[src/csr_pkg.sv]
`default_nettype none

package csr_pkg;

  ////////////////////////////////////////////////////////////
  // widths with a meaning
  ////////////////////////////////////////////////////////////

  typedef logic [11:0] csr_addr_t;
  typedef logic [31:0] csr_data_t;
  // trap vector base, low 8 bits read as zero
  typedef logic [23:0] tvec_t;
  // msb flags an interrupt
  typedef logic [5:0]  cause_t;
  // counter index inside the 0x780 window
  typedef logic [4:0]  cnt_idx_t;

  typedef enum logic [1:0] {
    CSR_OP_NONE  = 2'b00,
    CSR_OP_WRITE = 2'b01,
    CSR_OP_SET   = 2'b10,
    CSR_OP_CLEAR = 2'b11
  } csr_op_e;

  ////////////////////////////////////////////////////////////
  // address map
  ////////////////////////////////////////////////////////////

  localparam csr_addr_t CSR_MSTATUS   = 12'h300;
  localparam csr_addr_t CSR_MTVEC     = 12'h305;
  localparam csr_addr_t CSR_MEPC      = 12'h341;
  localparam csr_addr_t CSR_MCAUSE    = 12'h342;
  localparam csr_addr_t CSR_MHARTID   = 12'hF14;
  localparam csr_addr_t CSR_PCER      = 12'h7A0;
  localparam csr_addr_t CSR_PCMR      = 12'h7A1;
  localparam csr_addr_t CSR_PCCR_ALL  = 12'h79F;
  // 0x780..0x79f, decoded on bits 11:5
  localparam csr_addr_t CSR_PCCR_BASE = 12'h780;

  // mstatus layout, mpp always reads as machine mode
  localparam int unsigned MSTATUS_MIE_BIT  = 3;
  localparam int unsigned MSTATUS_MPIE_BIT = 7;
  localparam int unsigned MSTATUS_MPP_LSB  = 11;
  localparam logic [1:0]  MSTATUS_MPP_M    = 2'b11;

  // perf counter setup
  localparam int unsigned N_CORE_EVENTS = 12;
  localparam int unsigned PCMR_EN_BIT   = 0;
  localparam int unsigned PCMR_SAT_BIT  = 1;
  localparam logic [1:0]  PCMR_RESET    = 2'b11;

  typedef struct packed {
    logic      access;
    csr_addr_t addr;
    csr_data_t wdata;
    csr_op_e   op;
  } csr_req_t;

  typedef struct packed {
    logic     sel_mach;
    logic     sel_pcer;
    logic     sel_pcmr;
    logic     sel_pccr;
    logic     pccr_all;
    cnt_idx_t pccr_idx;
  } csr_target_t;

  typedef struct packed {
    logic   save_cause;
    logic   save_if;
    logic   save_id;
    logic   restore_mret;
    cause_t cause;
  } trap_ctrl_t;

  typedef struct packed {
    logic mie;
    logic mpie;
  } mstatus_t;

  typedef struct packed {
    logic id_valid;
    logic is_decoding;
    logic is_compressed;
    logic imiss;
    logic pc_set;
    logic jump;
    logic branch;
    logic branch_taken;
    logic ld_stall;
    logic jr_stall;
    logic mem_load;
    logic mem_store;
  } perf_event_t;

endpackage

`default_nettype wire
[src/csr_top.sv]
`timescale 1ns/1ps
`default_nettype none

module csr_top #(
  parameter int unsigned N_EXT_CNT = 2
) (
  input  wire logic                 clk,
  input  wire logic                 rst_n,
  input  wire csr_pkg::csr_req_t    csr_req_i,
  output csr_pkg::csr_data_t        csr_rdata_o,
  input  wire csr_pkg::trap_ctrl_t  trap_i,
  input  wire csr_pkg::csr_data_t   pc_if_i,
  input  wire csr_pkg::csr_data_t   pc_id_i,
  input  wire csr_pkg::tvec_t       boot_addr_i,
  input  wire logic [3:0]           core_id_i,
  input  wire logic [5:0]           cluster_id_i,
  input  wire csr_pkg::perf_event_t events_i,
  input  wire logic [N_EXT_CNT-1:0] ext_events_i,
  output csr_pkg::csr_data_t        mepc_o,
  output csr_pkg::tvec_t            mtvec_o,
  output logic                      m_irq_enable_o
);
  import csr_pkg::*;

  csr_target_t target;
  csr_data_t   wdata;
  logic        csr_we;
  csr_data_t   mach_rdata;
  csr_data_t   perf_rdata;

  ////////////////////////////////////////////////////////////
  // decode and operation resolve
  ////////////////////////////////////////////////////////////

  csr_access_unit u_access (
    .csr_req_i    (csr_req_i),
    .mach_rdata_i (mach_rdata),
    .perf_rdata_i (perf_rdata),
    .target_o     (target),
    .wdata_o      (wdata),
    .we_o         (csr_we),
    .csr_rdata_o  (csr_rdata_o)
  );

  // machine registers and trap sequencing
  csr_trap_regs u_trap (
    .clk            (clk),
    .rst_n          (rst_n),
    .target_i       (target),
    .addr_i         (csr_req_i.addr),
    .wdata_i        (wdata),
    .we_i           (csr_we),
    .trap_i         (trap_i),
    .pc_if_i        (pc_if_i),
    .pc_id_i        (pc_id_i),
    .boot_addr_i    (boot_addr_i),
    .core_id_i      (core_id_i),
    .cluster_id_i   (cluster_id_i),
    .mach_rdata_o   (mach_rdata),
    .mepc_o         (mepc_o),
    .mtvec_o        (mtvec_o),
    .m_irq_enable_o (m_irq_enable_o)
  );

  // event counters
  perf_counters #(
    .N_EXT_CNT (N_EXT_CNT)
  ) u_perf (
    .clk          (clk),
    .rst_n        (rst_n),
    .target_i     (target),
    .wdata_i      (wdata),
    .we_i         (csr_we),
    .events_i     (events_i),
    .ext_events_i (ext_events_i),
    .perf_rdata_o (perf_rdata)
  );

endmodule

`default_nettype wire

[src/perf_counters.sv]
`timescale 1ns/1ps
`default_nettype none

module perf_counters #(
  parameter int unsigned N_EXT_CNT = 2
) (
  input  wire logic                 clk,
  input  wire logic                 rst_n,
  input  wire csr_pkg::csr_target_t target_i,
  input  wire csr_pkg::csr_data_t   wdata_i,
  input  wire logic                 we_i,
  input  wire csr_pkg::perf_event_t events_i,
  input  wire logic [N_EXT_CNT-1:0] ext_events_i,
  output csr_pkg::csr_data_t        perf_rdata_o
);
  import csr_pkg::*;

  localparam int unsigned N_CNT = N_CORE_EVENTS + N_EXT_CNT;

  logic                    id_valid_q;
  logic [N_CNT-1:0]        cnt_in;
  logic [N_CNT-1:0]        cnt_inc;
  logic [N_CNT-1:0]        cnt_inc_q;
  logic [N_CNT-1:0]        pcer_q;
  logic [N_CNT-1:0]        pcer_n;
  logic [1:0]              pcmr_q;
  logic [1:0]              pcmr_n;
  csr_data_t [N_CNT-1:0]   cnt_q;
  csr_data_t [N_CNT-1:0]   cnt_n;
  logic                    pccr_we;

  ////////////////////////////////////////////////////////////
  // event sources
  ////////////////////////////////////////////////////////////

  assign cnt_in[0]  = 1'b1;
  // retired instructions
  assign cnt_in[1]  = events_i.id_valid & events_i.is_decoding;
  assign cnt_in[2]  = events_i.ld_stall & id_valid_q;
  assign cnt_in[3]  = events_i.jr_stall & id_valid_q;
  // fetch wait, redirects excluded
  assign cnt_in[4]  = events_i.imiss & ~events_i.pc_set;
  assign cnt_in[5]  = events_i.mem_load;
  assign cnt_in[6]  = events_i.mem_store;
  assign cnt_in[7]  = events_i.jump & id_valid_q;
  assign cnt_in[8]  = events_i.branch & id_valid_q;
  assign cnt_in[9]  = events_i.branch & events_i.branch_taken & id_valid_q;
  assign cnt_in[10] = events_i.id_valid & events_i.is_decoding & events_i.is_compressed;
  // pc redirects
  assign cnt_in[11] = events_i.pc_set;

  assign cnt_in[N_CORE_EVENTS +: N_EXT_CNT] = ext_events_i;

  // global enable gates everything before the pipeline stage
  assign cnt_inc = cnt_in & pcer_q & {N_CNT{pcmr_q[PCMR_EN_BIT]}};

  assign pccr_we = we_i & target_i.sel_pccr;

  ////////////////////////////////////////////////////////////
  // counter update
  ////////////////////////////////////////////////////////////

  always_comb begin
    for (int i = 0; i < N_CNT; i++) begin
      cnt_n[i] = cnt_q[i];
      if (cnt_inc_q[i] && ((cnt_q[i] != 32'hFFFF_FFFF) || !pcmr_q[PCMR_SAT_BIT])) begin
        cnt_n[i] = cnt_q[i] + 32'd1;
      end
      // a csr write replaces the increment
      if (pccr_we && (target_i.pccr_all || (target_i.pccr_idx == cnt_idx_t'(i)))) begin
        cnt_n[i] = wdata_i;
      end
    end
  end

  assign pcer_n = (we_i && target_i.sel_pcer) ? wdata_i[N_CNT-1:0] : pcer_q;
  assign pcmr_n = (we_i && target_i.sel_pcmr) ? wdata_i[1:0] : pcmr_q;

  always_ff @(posedge clk or negedge rst_n) begin
    if (!rst_n) begin
      id_valid_q <= 1'b0;
      pcer_q     <= '0;
      pcmr_q     <= PCMR_RESET;
      cnt_inc_q  <= '0;
      cnt_q      <= '0;
    end else begin
      id_valid_q <= events_i.id_valid;
      pcer_q     <= pcer_n;
      pcmr_q     <= pcmr_n;
      cnt_inc_q  <= cnt_inc;
      cnt_q      <= cnt_n;
    end
  end

  ////////////////////////////////////////////////////////////
  // read data
  ////////////////////////////////////////////////////////////

  always_comb begin
    perf_rdata_o = '0;
    if (target_i.sel_pcer) begin
      perf_rdata_o[N_CNT-1:0] = pcer_q;
    end else if (target_i.sel_pcmr) begin
      perf_rdata_o[1:0] = pcmr_q;
    end else if (target_i.sel_pccr && !target_i.pccr_all) begin
      // indices past the last counter stay zero
      for (int i = 0; i < N_CNT; i++) begin
        if (target_i.pccr_idx == cnt_idx_t'(i)) begin
          perf_rdata_o = cnt_q[i];
        end
      end
    end
  end

  // counters must fit the 0x780..0x79f window and the pcer word
  a_cnt_fits: assert property (@(posedge clk) disable iff (!rst_n) N_CNT <= 32)
    else $error("too many performance counters");

endmodule

`default_nettype wire

[src/csr_trap_regs.sv]
`timescale 1ns/1ps
`default_nettype none

module csr_trap_regs (
  input  wire logic                 clk,
  input  wire logic                 rst_n,
  input  wire csr_pkg::csr_target_t target_i,
  input  wire csr_pkg::csr_addr_t   addr_i,
  input  wire csr_pkg::csr_data_t   wdata_i,
  input  wire logic                 we_i,
  input  wire csr_pkg::trap_ctrl_t  trap_i,
  input  wire csr_pkg::csr_data_t   pc_if_i,
  input  wire csr_pkg::csr_data_t   pc_id_i,
  input  wire csr_pkg::tvec_t       boot_addr_i,
  input  wire logic [3:0]           core_id_i,
  input  wire logic [5:0]           cluster_id_i,
  output csr_pkg::csr_data_t        mach_rdata_o,
  output csr_pkg::csr_data_t        mepc_o,
  output csr_pkg::tvec_t            mtvec_o,
  output logic                      m_irq_enable_o
);
  import csr_pkg::*;

  mstatus_t  mstatus_q;
  mstatus_t  mstatus_n;
  csr_data_t mepc_q;
  csr_data_t mepc_n;
  cause_t    mcause_q;
  cause_t    mcause_n;
  csr_data_t exc_pc;
  csr_data_t mstatus_rd;
  logic      mach_we;

  // we_i also fires for perf targets
  assign mach_we = we_i & target_i.sel_mach;

  ////////////////////////////////////////////////////////////
  // read data
  ////////////////////////////////////////////////////////////

  always_comb begin
    mstatus_rd                                = '0;
    mstatus_rd[MSTATUS_MIE_BIT]               = mstatus_q.mie;
    mstatus_rd[MSTATUS_MPIE_BIT]              = mstatus_q.mpie;
    mstatus_rd[MSTATUS_MPP_LSB +: 2]          = MSTATUS_MPP_M;
  end

  always_comb begin
    unique case (addr_i)
      CSR_MSTATUS: mach_rdata_o = mstatus_rd;
      CSR_MTVEC:   mach_rdata_o = {boot_addr_i, 8'h00};
      CSR_MEPC:    mach_rdata_o = mepc_q;
      CSR_MCAUSE:  mach_rdata_o = {mcause_q[5], 26'b0, mcause_q[4:0]};
      // hart id packs cluster and core
      CSR_MHARTID: mach_rdata_o = {21'b0, cluster_id_i, 1'b0, core_id_i};
      default:     mach_rdata_o = '0;
    endcase
  end

  ////////////////////////////////////////////////////////////
  // next state
  ////////////////////////////////////////////////////////////

  always_comb begin
    mstatus_n = mstatus_q;
    mepc_n    = mepc_q;
    mcause_n  = mcause_q;
    exc_pc    = trap_i.save_if ? pc_if_i : pc_id_i;

    // software access
    if (mach_we) begin
      unique case (addr_i)
        CSR_MSTATUS: begin
          mstatus_n.mie  = wdata_i[MSTATUS_MIE_BIT];
          mstatus_n.mpie = wdata_i[MSTATUS_MPIE_BIT];
        end
        CSR_MEPC:   mepc_n   = wdata_i;
        CSR_MCAUSE: mcause_n = {wdata_i[31], wdata_i[4:0]};
        default: ;
      endcase
    end

    // controller wins over the csr port
    if (trap_i.save_cause) begin
      mstatus_n.mpie = mstatus_q.mie;
      mstatus_n.mie  = 1'b0;
      mepc_n         = exc_pc;
      mcause_n       = trap_i.cause;
    end else if (trap_i.restore_mret) begin
      mstatus_n.mie  = mstatus_q.mpie;
      mstatus_n.mpie = 1'b1;
    end
  end

  always_ff @(posedge clk or negedge rst_n) begin
    if (!rst_n) begin
      mstatus_q <= '0;
      mepc_q    <= '0;
      mcause_q  <= '0;
    end else begin
      mstatus_q <= mstatus_n;
      mepc_q    <= mepc_n;
      mcause_q  <= mcause_n;
    end
  end

  assign mepc_o         = mepc_q;
  assign mtvec_o        = boot_addr_i;
  assign m_irq_enable_o = mstatus_q.mie;

  ////////////////////////////////////////////////////////////
  // controller protocol checks
  ////////////////////////////////////////////////////////////

  a_save_vs_mret: assert property (@(posedge clk) disable iff (!rst_n)
    !(trap_i.save_cause && trap_i.restore_mret))
    else $error("trap entry and mret requested together");

  a_save_pc_src: assert property (@(posedge clk) disable iff (!rst_n)
    trap_i.save_cause |-> !(trap_i.save_if && trap_i.save_id))
    else $error("trap entry with both IF and ID pc selected");

endmodule

`default_nettype wire

[src/csr_access_unit.sv]
`timescale 1ns/1ps
`default_nettype none

module csr_access_unit (
  input  wire csr_pkg::csr_req_t    csr_req_i,
  input  wire csr_pkg::csr_data_t   mach_rdata_i,
  input  wire csr_pkg::csr_data_t   perf_rdata_i,
  output csr_pkg::csr_target_t      target_o,
  output csr_pkg::csr_data_t        wdata_o,
  output logic                      we_o,
  output csr_pkg::csr_data_t        csr_rdata_o
);
  import csr_pkg::*;

  csr_target_t target;
  logic        mach_rw;
  logic        writable;

  ////////////////////////////////////////////////////////////
  // address decode
  ////////////////////////////////////////////////////////////

  always_comb begin
    target          = '0;
    mach_rw         = 1'b0;
    target.pccr_idx = csr_req_i.addr[4:0];

    unique case (csr_req_i.addr)
      CSR_MSTATUS, CSR_MEPC, CSR_MCAUSE: begin
        target.sel_mach = 1'b1;
        mach_rw         = 1'b1;
      end
      // read-only machine registers
      CSR_MTVEC, CSR_MHARTID: begin
        target.sel_mach = 1'b1;
      end
      CSR_PCER: begin
        target.sel_pcer = 1'b1;
      end
      CSR_PCMR: begin
        target.sel_pcmr = 1'b1;
      end
      default: begin
        // counter window where 0x79f selects all of them
        if (csr_req_i.addr[11:5] == CSR_PCCR_BASE[11:5]) begin
          target.sel_pccr = 1'b1;
          target.pccr_all = (csr_req_i.addr == CSR_PCCR_ALL);
        end
      end
    endcase
  end

  assign writable = mach_rw | target.sel_pcer | target.sel_pcmr | target.sel_pccr;
  assign target_o = target;

  // read source
  always_comb begin
    csr_rdata_o = '0;
    if (target.sel_mach) begin
      csr_rdata_o = mach_rdata_i;
    end else if (target.sel_pcer || target.sel_pcmr || target.sel_pccr) begin
      csr_rdata_o = perf_rdata_i;
    end
  end

  ////////////////////////////////////////////////////////////
  // operation resolve
  ////////////////////////////////////////////////////////////

  always_comb begin
    unique case (csr_req_i.op)
      CSR_OP_WRITE: wdata_o = csr_req_i.wdata;
      CSR_OP_SET:   wdata_o = csr_req_i.wdata | csr_rdata_o;
      CSR_OP_CLEAR: wdata_o = csr_rdata_o & ~csr_req_i.wdata;
      default:      wdata_o = csr_req_i.wdata;
    endcase
  end

  // unmapped or read-only addresses never write
  assign we_o = csr_req_i.access && (csr_req_i.op != CSR_OP_NONE) && writable;

endmodule

`default_nettype wire

[config.mk]
export PLATFORM = sky130hd
export DESIGN_NAME = csr_top
export DESIGN_NICKNAME = d
export VERILOG_FILES = /design/src/csr_pkg.sv /design/src/csr_top.sv /design/src/perf_counters.sv /design/src/csr_trap_regs.sv /design/src/csr_access_unit.sv
export SDC_FILE = /design/constraint.sdc
export NUM_CORES = 2
export LEC_CHECK = 0
export BUFFER_PORTS_ARGS = -buffer_cell sky130_fd_sc_hd__buf_2
export CELL_PAD_IN_SITES_DETAIL_PLACEMENT = 1
export CELL_PAD_IN_SITES_GLOBAL_PLACEMENT = 2
export CORE_UTILIZATION = 41
export DETAILED_ROUTE_END_ITERATION = 10
export GPL_TIMING_DRIVEN = 0
export PLACE_DENSITY_LB_ADDON = 0.2
export SYNTH_ARGS = -nofsm -noshare
export SYNTH_HDL_FRONTEND = slang
export SYNTH_SLANG_ARGS = --single-unit
[constraint.sdc]
create_clock -name clk -period 4.5 [get_ports clk]
set_input_delay 0.675 -clock clk [delete_from_list [all_inputs] [get_ports clk]]
set_output_delay 0.675 -clock clk [all_outputs]
set_load 0.02 [all_outputs]
---- After elaboration in Yosys (flattened, before gate mapping) ----
Index checks and enable logic that the tools add are counted.
word-level totals
  output and inout bits ................... 89
  flip-flop bits (word level) ............. 519
  bits of input ports ..................... 171
  logic and storage cells ................. 254
operators by class
  bitwise gates (word level) .............. 20
  equal/unequal tests ..................... 38
  mux-type cells .......................... 68
  add/subtract/negate cells ............... 14
  reductions and logical operators ........ 92
operator list
  cell                   count
  $mux 32                49
  $add 32x1->32 const B  14
  $ne 32x32->1 const B   14
  $pmux 32 s5            1
  $pmux 32 s2            1
  $eq 12x10->1 const B   4
  $eq 12x11->1 const B   3
  $reduce_bool 2->1      18
  $logic_and 1x1->1      33
  $and 32x32->32         1
  $not 32->32            1
  $or 32x32->32          1
  $eq 5x4->1 const B     6
  $logic_or 1x1->1       30
  $mux 30                1
  $and 14x14->14         2
  $eq 5x3->1 const B     4
  $mux 18                1
  $mux 6                 3
  $mux 14                1
  $mux 2                 7
  $eq 12x12->1 const B   1
  $and 1x1->1            11
  $eq 5x2->1 const B     2
  13 further kinds       23

---- Longest topological paths before layout ----
  word-level depth ........................ 26
  gate-level depth with buffers ........... 14
  mapped depth without buffers ............ 9

---- Cells and area by module ----
Synthesis repeated with hierarchy kept, for this count alone.
unflattened totals
  cell total of the unflattened synthesis .. 4,294
  area total of the unflattened synthesis .. 35,776.8 µm²
modules (own cells, without submodules)
  module           seq. area each (µm²)  area each (µm²)  cells each  times used
  perf_counters    11,989.0              31,217.4         3,797       1
  csr_trap_regs    1,001.0               2,982.9          274         1
  csr_access_unit  0.0                   1,576.5          223         1

---- Worst setup path after synthesis ----
No wires, ideal clock.
  path kind ............................... input-to-output
  start ................................... in csr_req_i[35] (netlist name)
  end ..................................... out csr_rdata_o[0]
  required time ........................... 3,825 ps
  arrival time ............................ 2,846 ps
  stages on the path ...................... 9
  path slack .............................. 979 ps
  cells stage by stage .................... buf_4 > or3b_2 > buf_4 > buf_6 > o22ai_1 > a21oi_1 > a21oi_1 > nor2_1 > o311ai_0
between the ends
  longest elaborated chain between the ends .. 20
RTL lines
  what                    line                   text
  start: declaration      csr_top.sv:9           input wire csr_pkg::csr_req_t csr_req_i,
  $logic_not 5->1         perf_counters.sv:108   if (target_i.pccr_idx == cnt_idx_t'(i)) begin
  $mux 32 (14 in series)  perf_counters.sv:108
  $mux 32                 perf_counters.sv:105   end else if (target_i.sel_pccr && !target_i.pccr_all) begin
  $mux 2                  perf_counters.sv:103   end else if (target_i.sel_pcmr) begin
  $mux 14                 perf_counters.sv:101   if (target_i.sel_pcer) begin
  $mux 32                 csr_access_unit.sv:61  end else if (target.sel_pcer || target.sel_pcmr || target.sel_pccr) begin
  $mux 32 (*)             csr_access_unit.sv:59  if (target.sel_mach) begin
  end: declaration        csr_top.sv:10          output csr_pkg::csr_data_t csr_rdata_o,
Mark *: on every way between the ends. The rest lies on a longest branch, timed or not.

---- Worst setup path in the final report ----
  start ................................... in csr_req_i[34] (netlist name)
  end ..................................... reg u_perf.cnt_q[230] (netlist name)
between the ends
  longest elaborated chain between the ends .. 23
RTL lines
  what                                                    line                                          text
  $logic_not 5->1                                         perf_counters.sv:108
  $mux 32 (14 in series)                                  perf_counters.sv:108
  $mux 32                                                 perf_counters.sv:105
  $mux 30                                                 perf_counters.sv:103
  $mux 14                                                 perf_counters.sv:101
  $mux 32                                                 csr_access_unit.sv:61
  $mux 32                                                 csr_access_unit.sv:59
  $and 32x32->32 / $or 32x32->32 (equally long branches)  csr_access_unit.sv:74, csr_access_unit.sv:73
  $pmux 32 s2                                             csr_access_unit.sv:71                         unique case (csr_req_i.op)
  $mux 32                                                 perf_counters.sv:70                           if (pccr_we && (target_i.pccr_all || (target_i.pccr_idx == cnt_idx_t'(i)))) begin
  end signal: assignment                                  perf_counters.sv:91                           cnt_q <= cnt_n;
  end: declaration                                        perf_counters.sv:28                           csr_data_t [N_CNT-1:0] cnt_q;
Parallel ways exist; a longest one is shown, timed or not.
A chain may end at the register's enable or synchronous reset.

==> flow_summary.yaml <==
run_status:
  status: "complete, but fails checks"
  failed_checks: "max-capacitance violations, max-slew violations, negative setup slack"
layout:
  syn_to_final_growth_pct: 16.4
  multi_input_area_um2: 20700
  utilization_pct: 48.6
  layout-drive-gt1-share_pct: 16.1
  finalNetCount: 4634
  fin_area_um2: 40800
  regArea_um2: 13000
  nFillCells: 10100
  final_cells: 5647
sta:
  fmax_mhz: 209
  finalSetupViolations: 117
  period_share_pct: 106
  worstMarginPinSlew_ns: 1.52
  layout_setup_ws_ns: -0.282
  slew_violations: 11
  slew_headroom_pct: -1.30
  hold_viol: 0
  whs_ns: 0.128
  fin_worst_skew_ns: 0.0354
  min_period_ns: 4.78
  grt_setup_unrepaired: "yes"
power:
  intPower_uw: 8240
  swShare_pct: 31.3
  power.total_uw: 12000
  power.leakage_uw: 0.0168
  pwr-share-clk_pct: 46.0
  seqPwrFrac_pct: 40.2
  p_sw_uw: 3760
  power_frac_comb_pct: 13.9
  max-vdd-ir-drop_mv: 0.234
  powerDensity_nw_per_um2: 294
drt:
  num_vias: 39000
  drt-total-wl_um: 231000
  drc_errors: 0
  ant_nets: 0
  drtIter0Drc: 5350
  routedWlPerCell_um: 40.9
  first_pass_iters: 7
  viasPerCell: 6.91
placement:
  gp_congestion: 1.07
  io_buffers: 254
  place_inst: 5498
  dp_hpwl_um: 174000
  placed_area_um2: 38000
synth:
  synth_most_common_cell: "dfrtp_1"
  synth.largest_area_cell: "dfrtp_1"
  synth_cell_type_count: 127
  synth_edf_count: 0
  ys.flop_type: "dfrtp_1"
  async_flop_share_pct: 100
  synth_top_cell_area_share_pct: 36.9
  syn_area_um2: 35100
  ys_seq_elements: 519
  synth_fp_nets: 4285
  yosys_warnings: 0
  synthCells: 4100
  synthTopCellsByArea: "dfrtp_1 37%, xnor2_1 5.5%, mux2i_1 5.3%, xor2_1 5.3%, nand2_1 5.2%"
  syn_avg_cell_area_um2: 8.55
  yosys-top-cells-count: "517 x dfrtp_1, 484 x nand2_1, 372 x nor2_1"
  seq_area_frac_synth_pct: 37.0
floorplanning:
  die_x_um: 294
  die_area_um2: 86700
  initial_core_util_pct: 41.7
  rows: 106
  coreArea_um2: 84100
  io_pins: 260
  die_h_um: 294
clocking:
  cts_tree: "done"
  numCtsBuffers: 66
  clk_pin_slew_ns: 0.06
  htreeDepth: 3
  cts.sinks: 519
  clk_latency_ns: 0.65
  cts_buffer_depth: 3
  cts_hold_buf: 0
  cts-root-buf: "clkbuf_16"
critical_path:
  r2r_slack_ns: -0.06
  cp-end-kind: "flop"
  cp.arrival_ns: 5.23
  crit_fanout: 10
  cp-start-kind: "input port"
  crit_type: "input port to flop"
  cp.required_ns: 4.95
global_route:
  grt_max_degree: 113
  grt_pass1_vias: 37400
  gr-total-overflow: 0
  grtUsageTotal_pct: 52.5
  antenna_found_initial: 24
  grt_pass1_wl_um: 311000
job:
  drv_cap: 1
min_path:
  hold_path_class: "input port to asynchronous set/reset pin"
==> state kept, by name (all words and copies together) (netlist names) <==
signal	cells
u_perf.pcmr_q	2
u_trap.m_irq_enable_o	1
u_perf.cnt_inc_q	14
u_trap.mepc_o	32
u_perf.id_valid_q	1
u_perf.cnt_q	448
u_perf.pcer_q	14
u_trap.mcause_q	6
u_trap.mstatus_q	1
==> power groups by stage <==
stage / registers, uW / logic, uW / clock network [uW]
after CTS: 4810 / 1550 / 5480
after detailed placement: 4900 / 1500 / 0
after floorplan: 4890 / 539 / 0
after global placement: 4900 / 1460 / 0
after global routing: 4820 / 1630 / 5630
final: 4820 / 1660 / 5510
==> metrics by stage <==
stage | setup WS (ns) | TNS (ns)
floorplan | 0.979 | 0
global placement | -8.66 | -4966.29
detailed placement | -1.76 | -449.79
CTS | -0.113 | -0.117
global route | -0.00636 | -0.00636
finish | -0.282 | -9.20
==> cells by family (layout without fill, tap and decap cells) <==
| logic type | after synthesis | in the layout | share of synthesized area [%] |
|---|---|---|---|
| buffers and inverters | 368 | 765 | 5.15 |
| DFF | 519 | 519 | 37.0 |
| other | 0 | 16 | 0 |
| AOI/OAI and AO/OA | 959 | 959 | 17.7 |
| adders and majority gates | 14 | 14 | 0.500 |
| xor gates and xnor gates | 430 | 430 | 10.7 |
| and+or+nand+nor | 1596 | 1596 | 22.7 |
| muxes | 214 | 214 | 6.24 |
==> what timing repair did <==
action | CTS | global route
buffers inserted | 12 | 5
gates resized for setup | 80 | 29
endpoints found under the setup margin | 374 | 79
pin swaps | 11 | 7
==> routing by layer <==
metal  vias to the layer above  GRT usage (%)  part of all wire, %
li1                      15400              -                    -
met3                       713           17.1                   13
met1                     19800           68.7                   39
met5                         -           2.67                0.025
met4                        10           37.8                  8.6
met2                      3059           71.5                   39
==> final cells by class <==
cell class	count	area share, %
flip-flops and latches	519	31.8
plain buffers	276	3.78
clock inverters	22	0.619
inverters	92	0.846
diodes	16	0.0981
well taps	1134	3.48
clock buffers	94	4.70
repair buffers	281	4.05
multi-input cells	3213	50.6
==> worst max-delay path, cell delays in order <==
cell	delay, ns
buf_2	0.17
buf_2	0.31
nand2_1	0.25
nor3_2	0.42
a211o_2	0.48
buf_2	0.57
nor3_1	0.24
o21ai_1	0.43
a211oi_1	0.24
a21oi_4	0.56
buf_2	0.66
mux2i_1	0.17
==> path summary, 6_finish.rpt <==
check                                                  start                             to  cells after the start
worst min register to register  u_perf.pcer_q[1]$_DFFE_PN0P_   u_perf.pcer_q[1]$_DFFE_PN0P_                      2
worst max-delay path                           csr_req_i[34]  u_perf.cnt_q[230]$_DFFE_PN0P_                     12
worst max register to register  u_perf.cnt_q[33]$_DFFE_PN0P_  u_perf.cnt_q[161]$_DFFE_PN0P_                      8
worst min-delay path                                   rst_n   u_perf.cnt_q[34]$_DFFE_PN0P_                      1
min in group clk                                events_i[11]    u_perf.id_valid_q$_DFF_PN0_                      1
max in group asynchronous                              rst_n  u_trap.mepc_o[19]$_DFFE_PN0P_                      3
==> cell usage in the layout (no fill, tap or decap), drive strengths merged, types with 18 or more instances in the layout <==
master,instances
xor2,211
a21oi,245
nand3,201
xnor2,219
or3,25
clkbuf,212
a31oi,23
nor2,376
a22oi,42
nor4,38
and2,25
o211ai,27
or4,18
nand2,488
a211oi,21
o21ai,339
nor2b,25
buf,439
a222oi,19
mux2i,187
nand2b,30
nand4,97
and3,107
a221oi,19
o22ai,30
dfrtp,517
inv,94
nor3,88
mux2,26
and4,24
(Power assumes the default switching activity.)
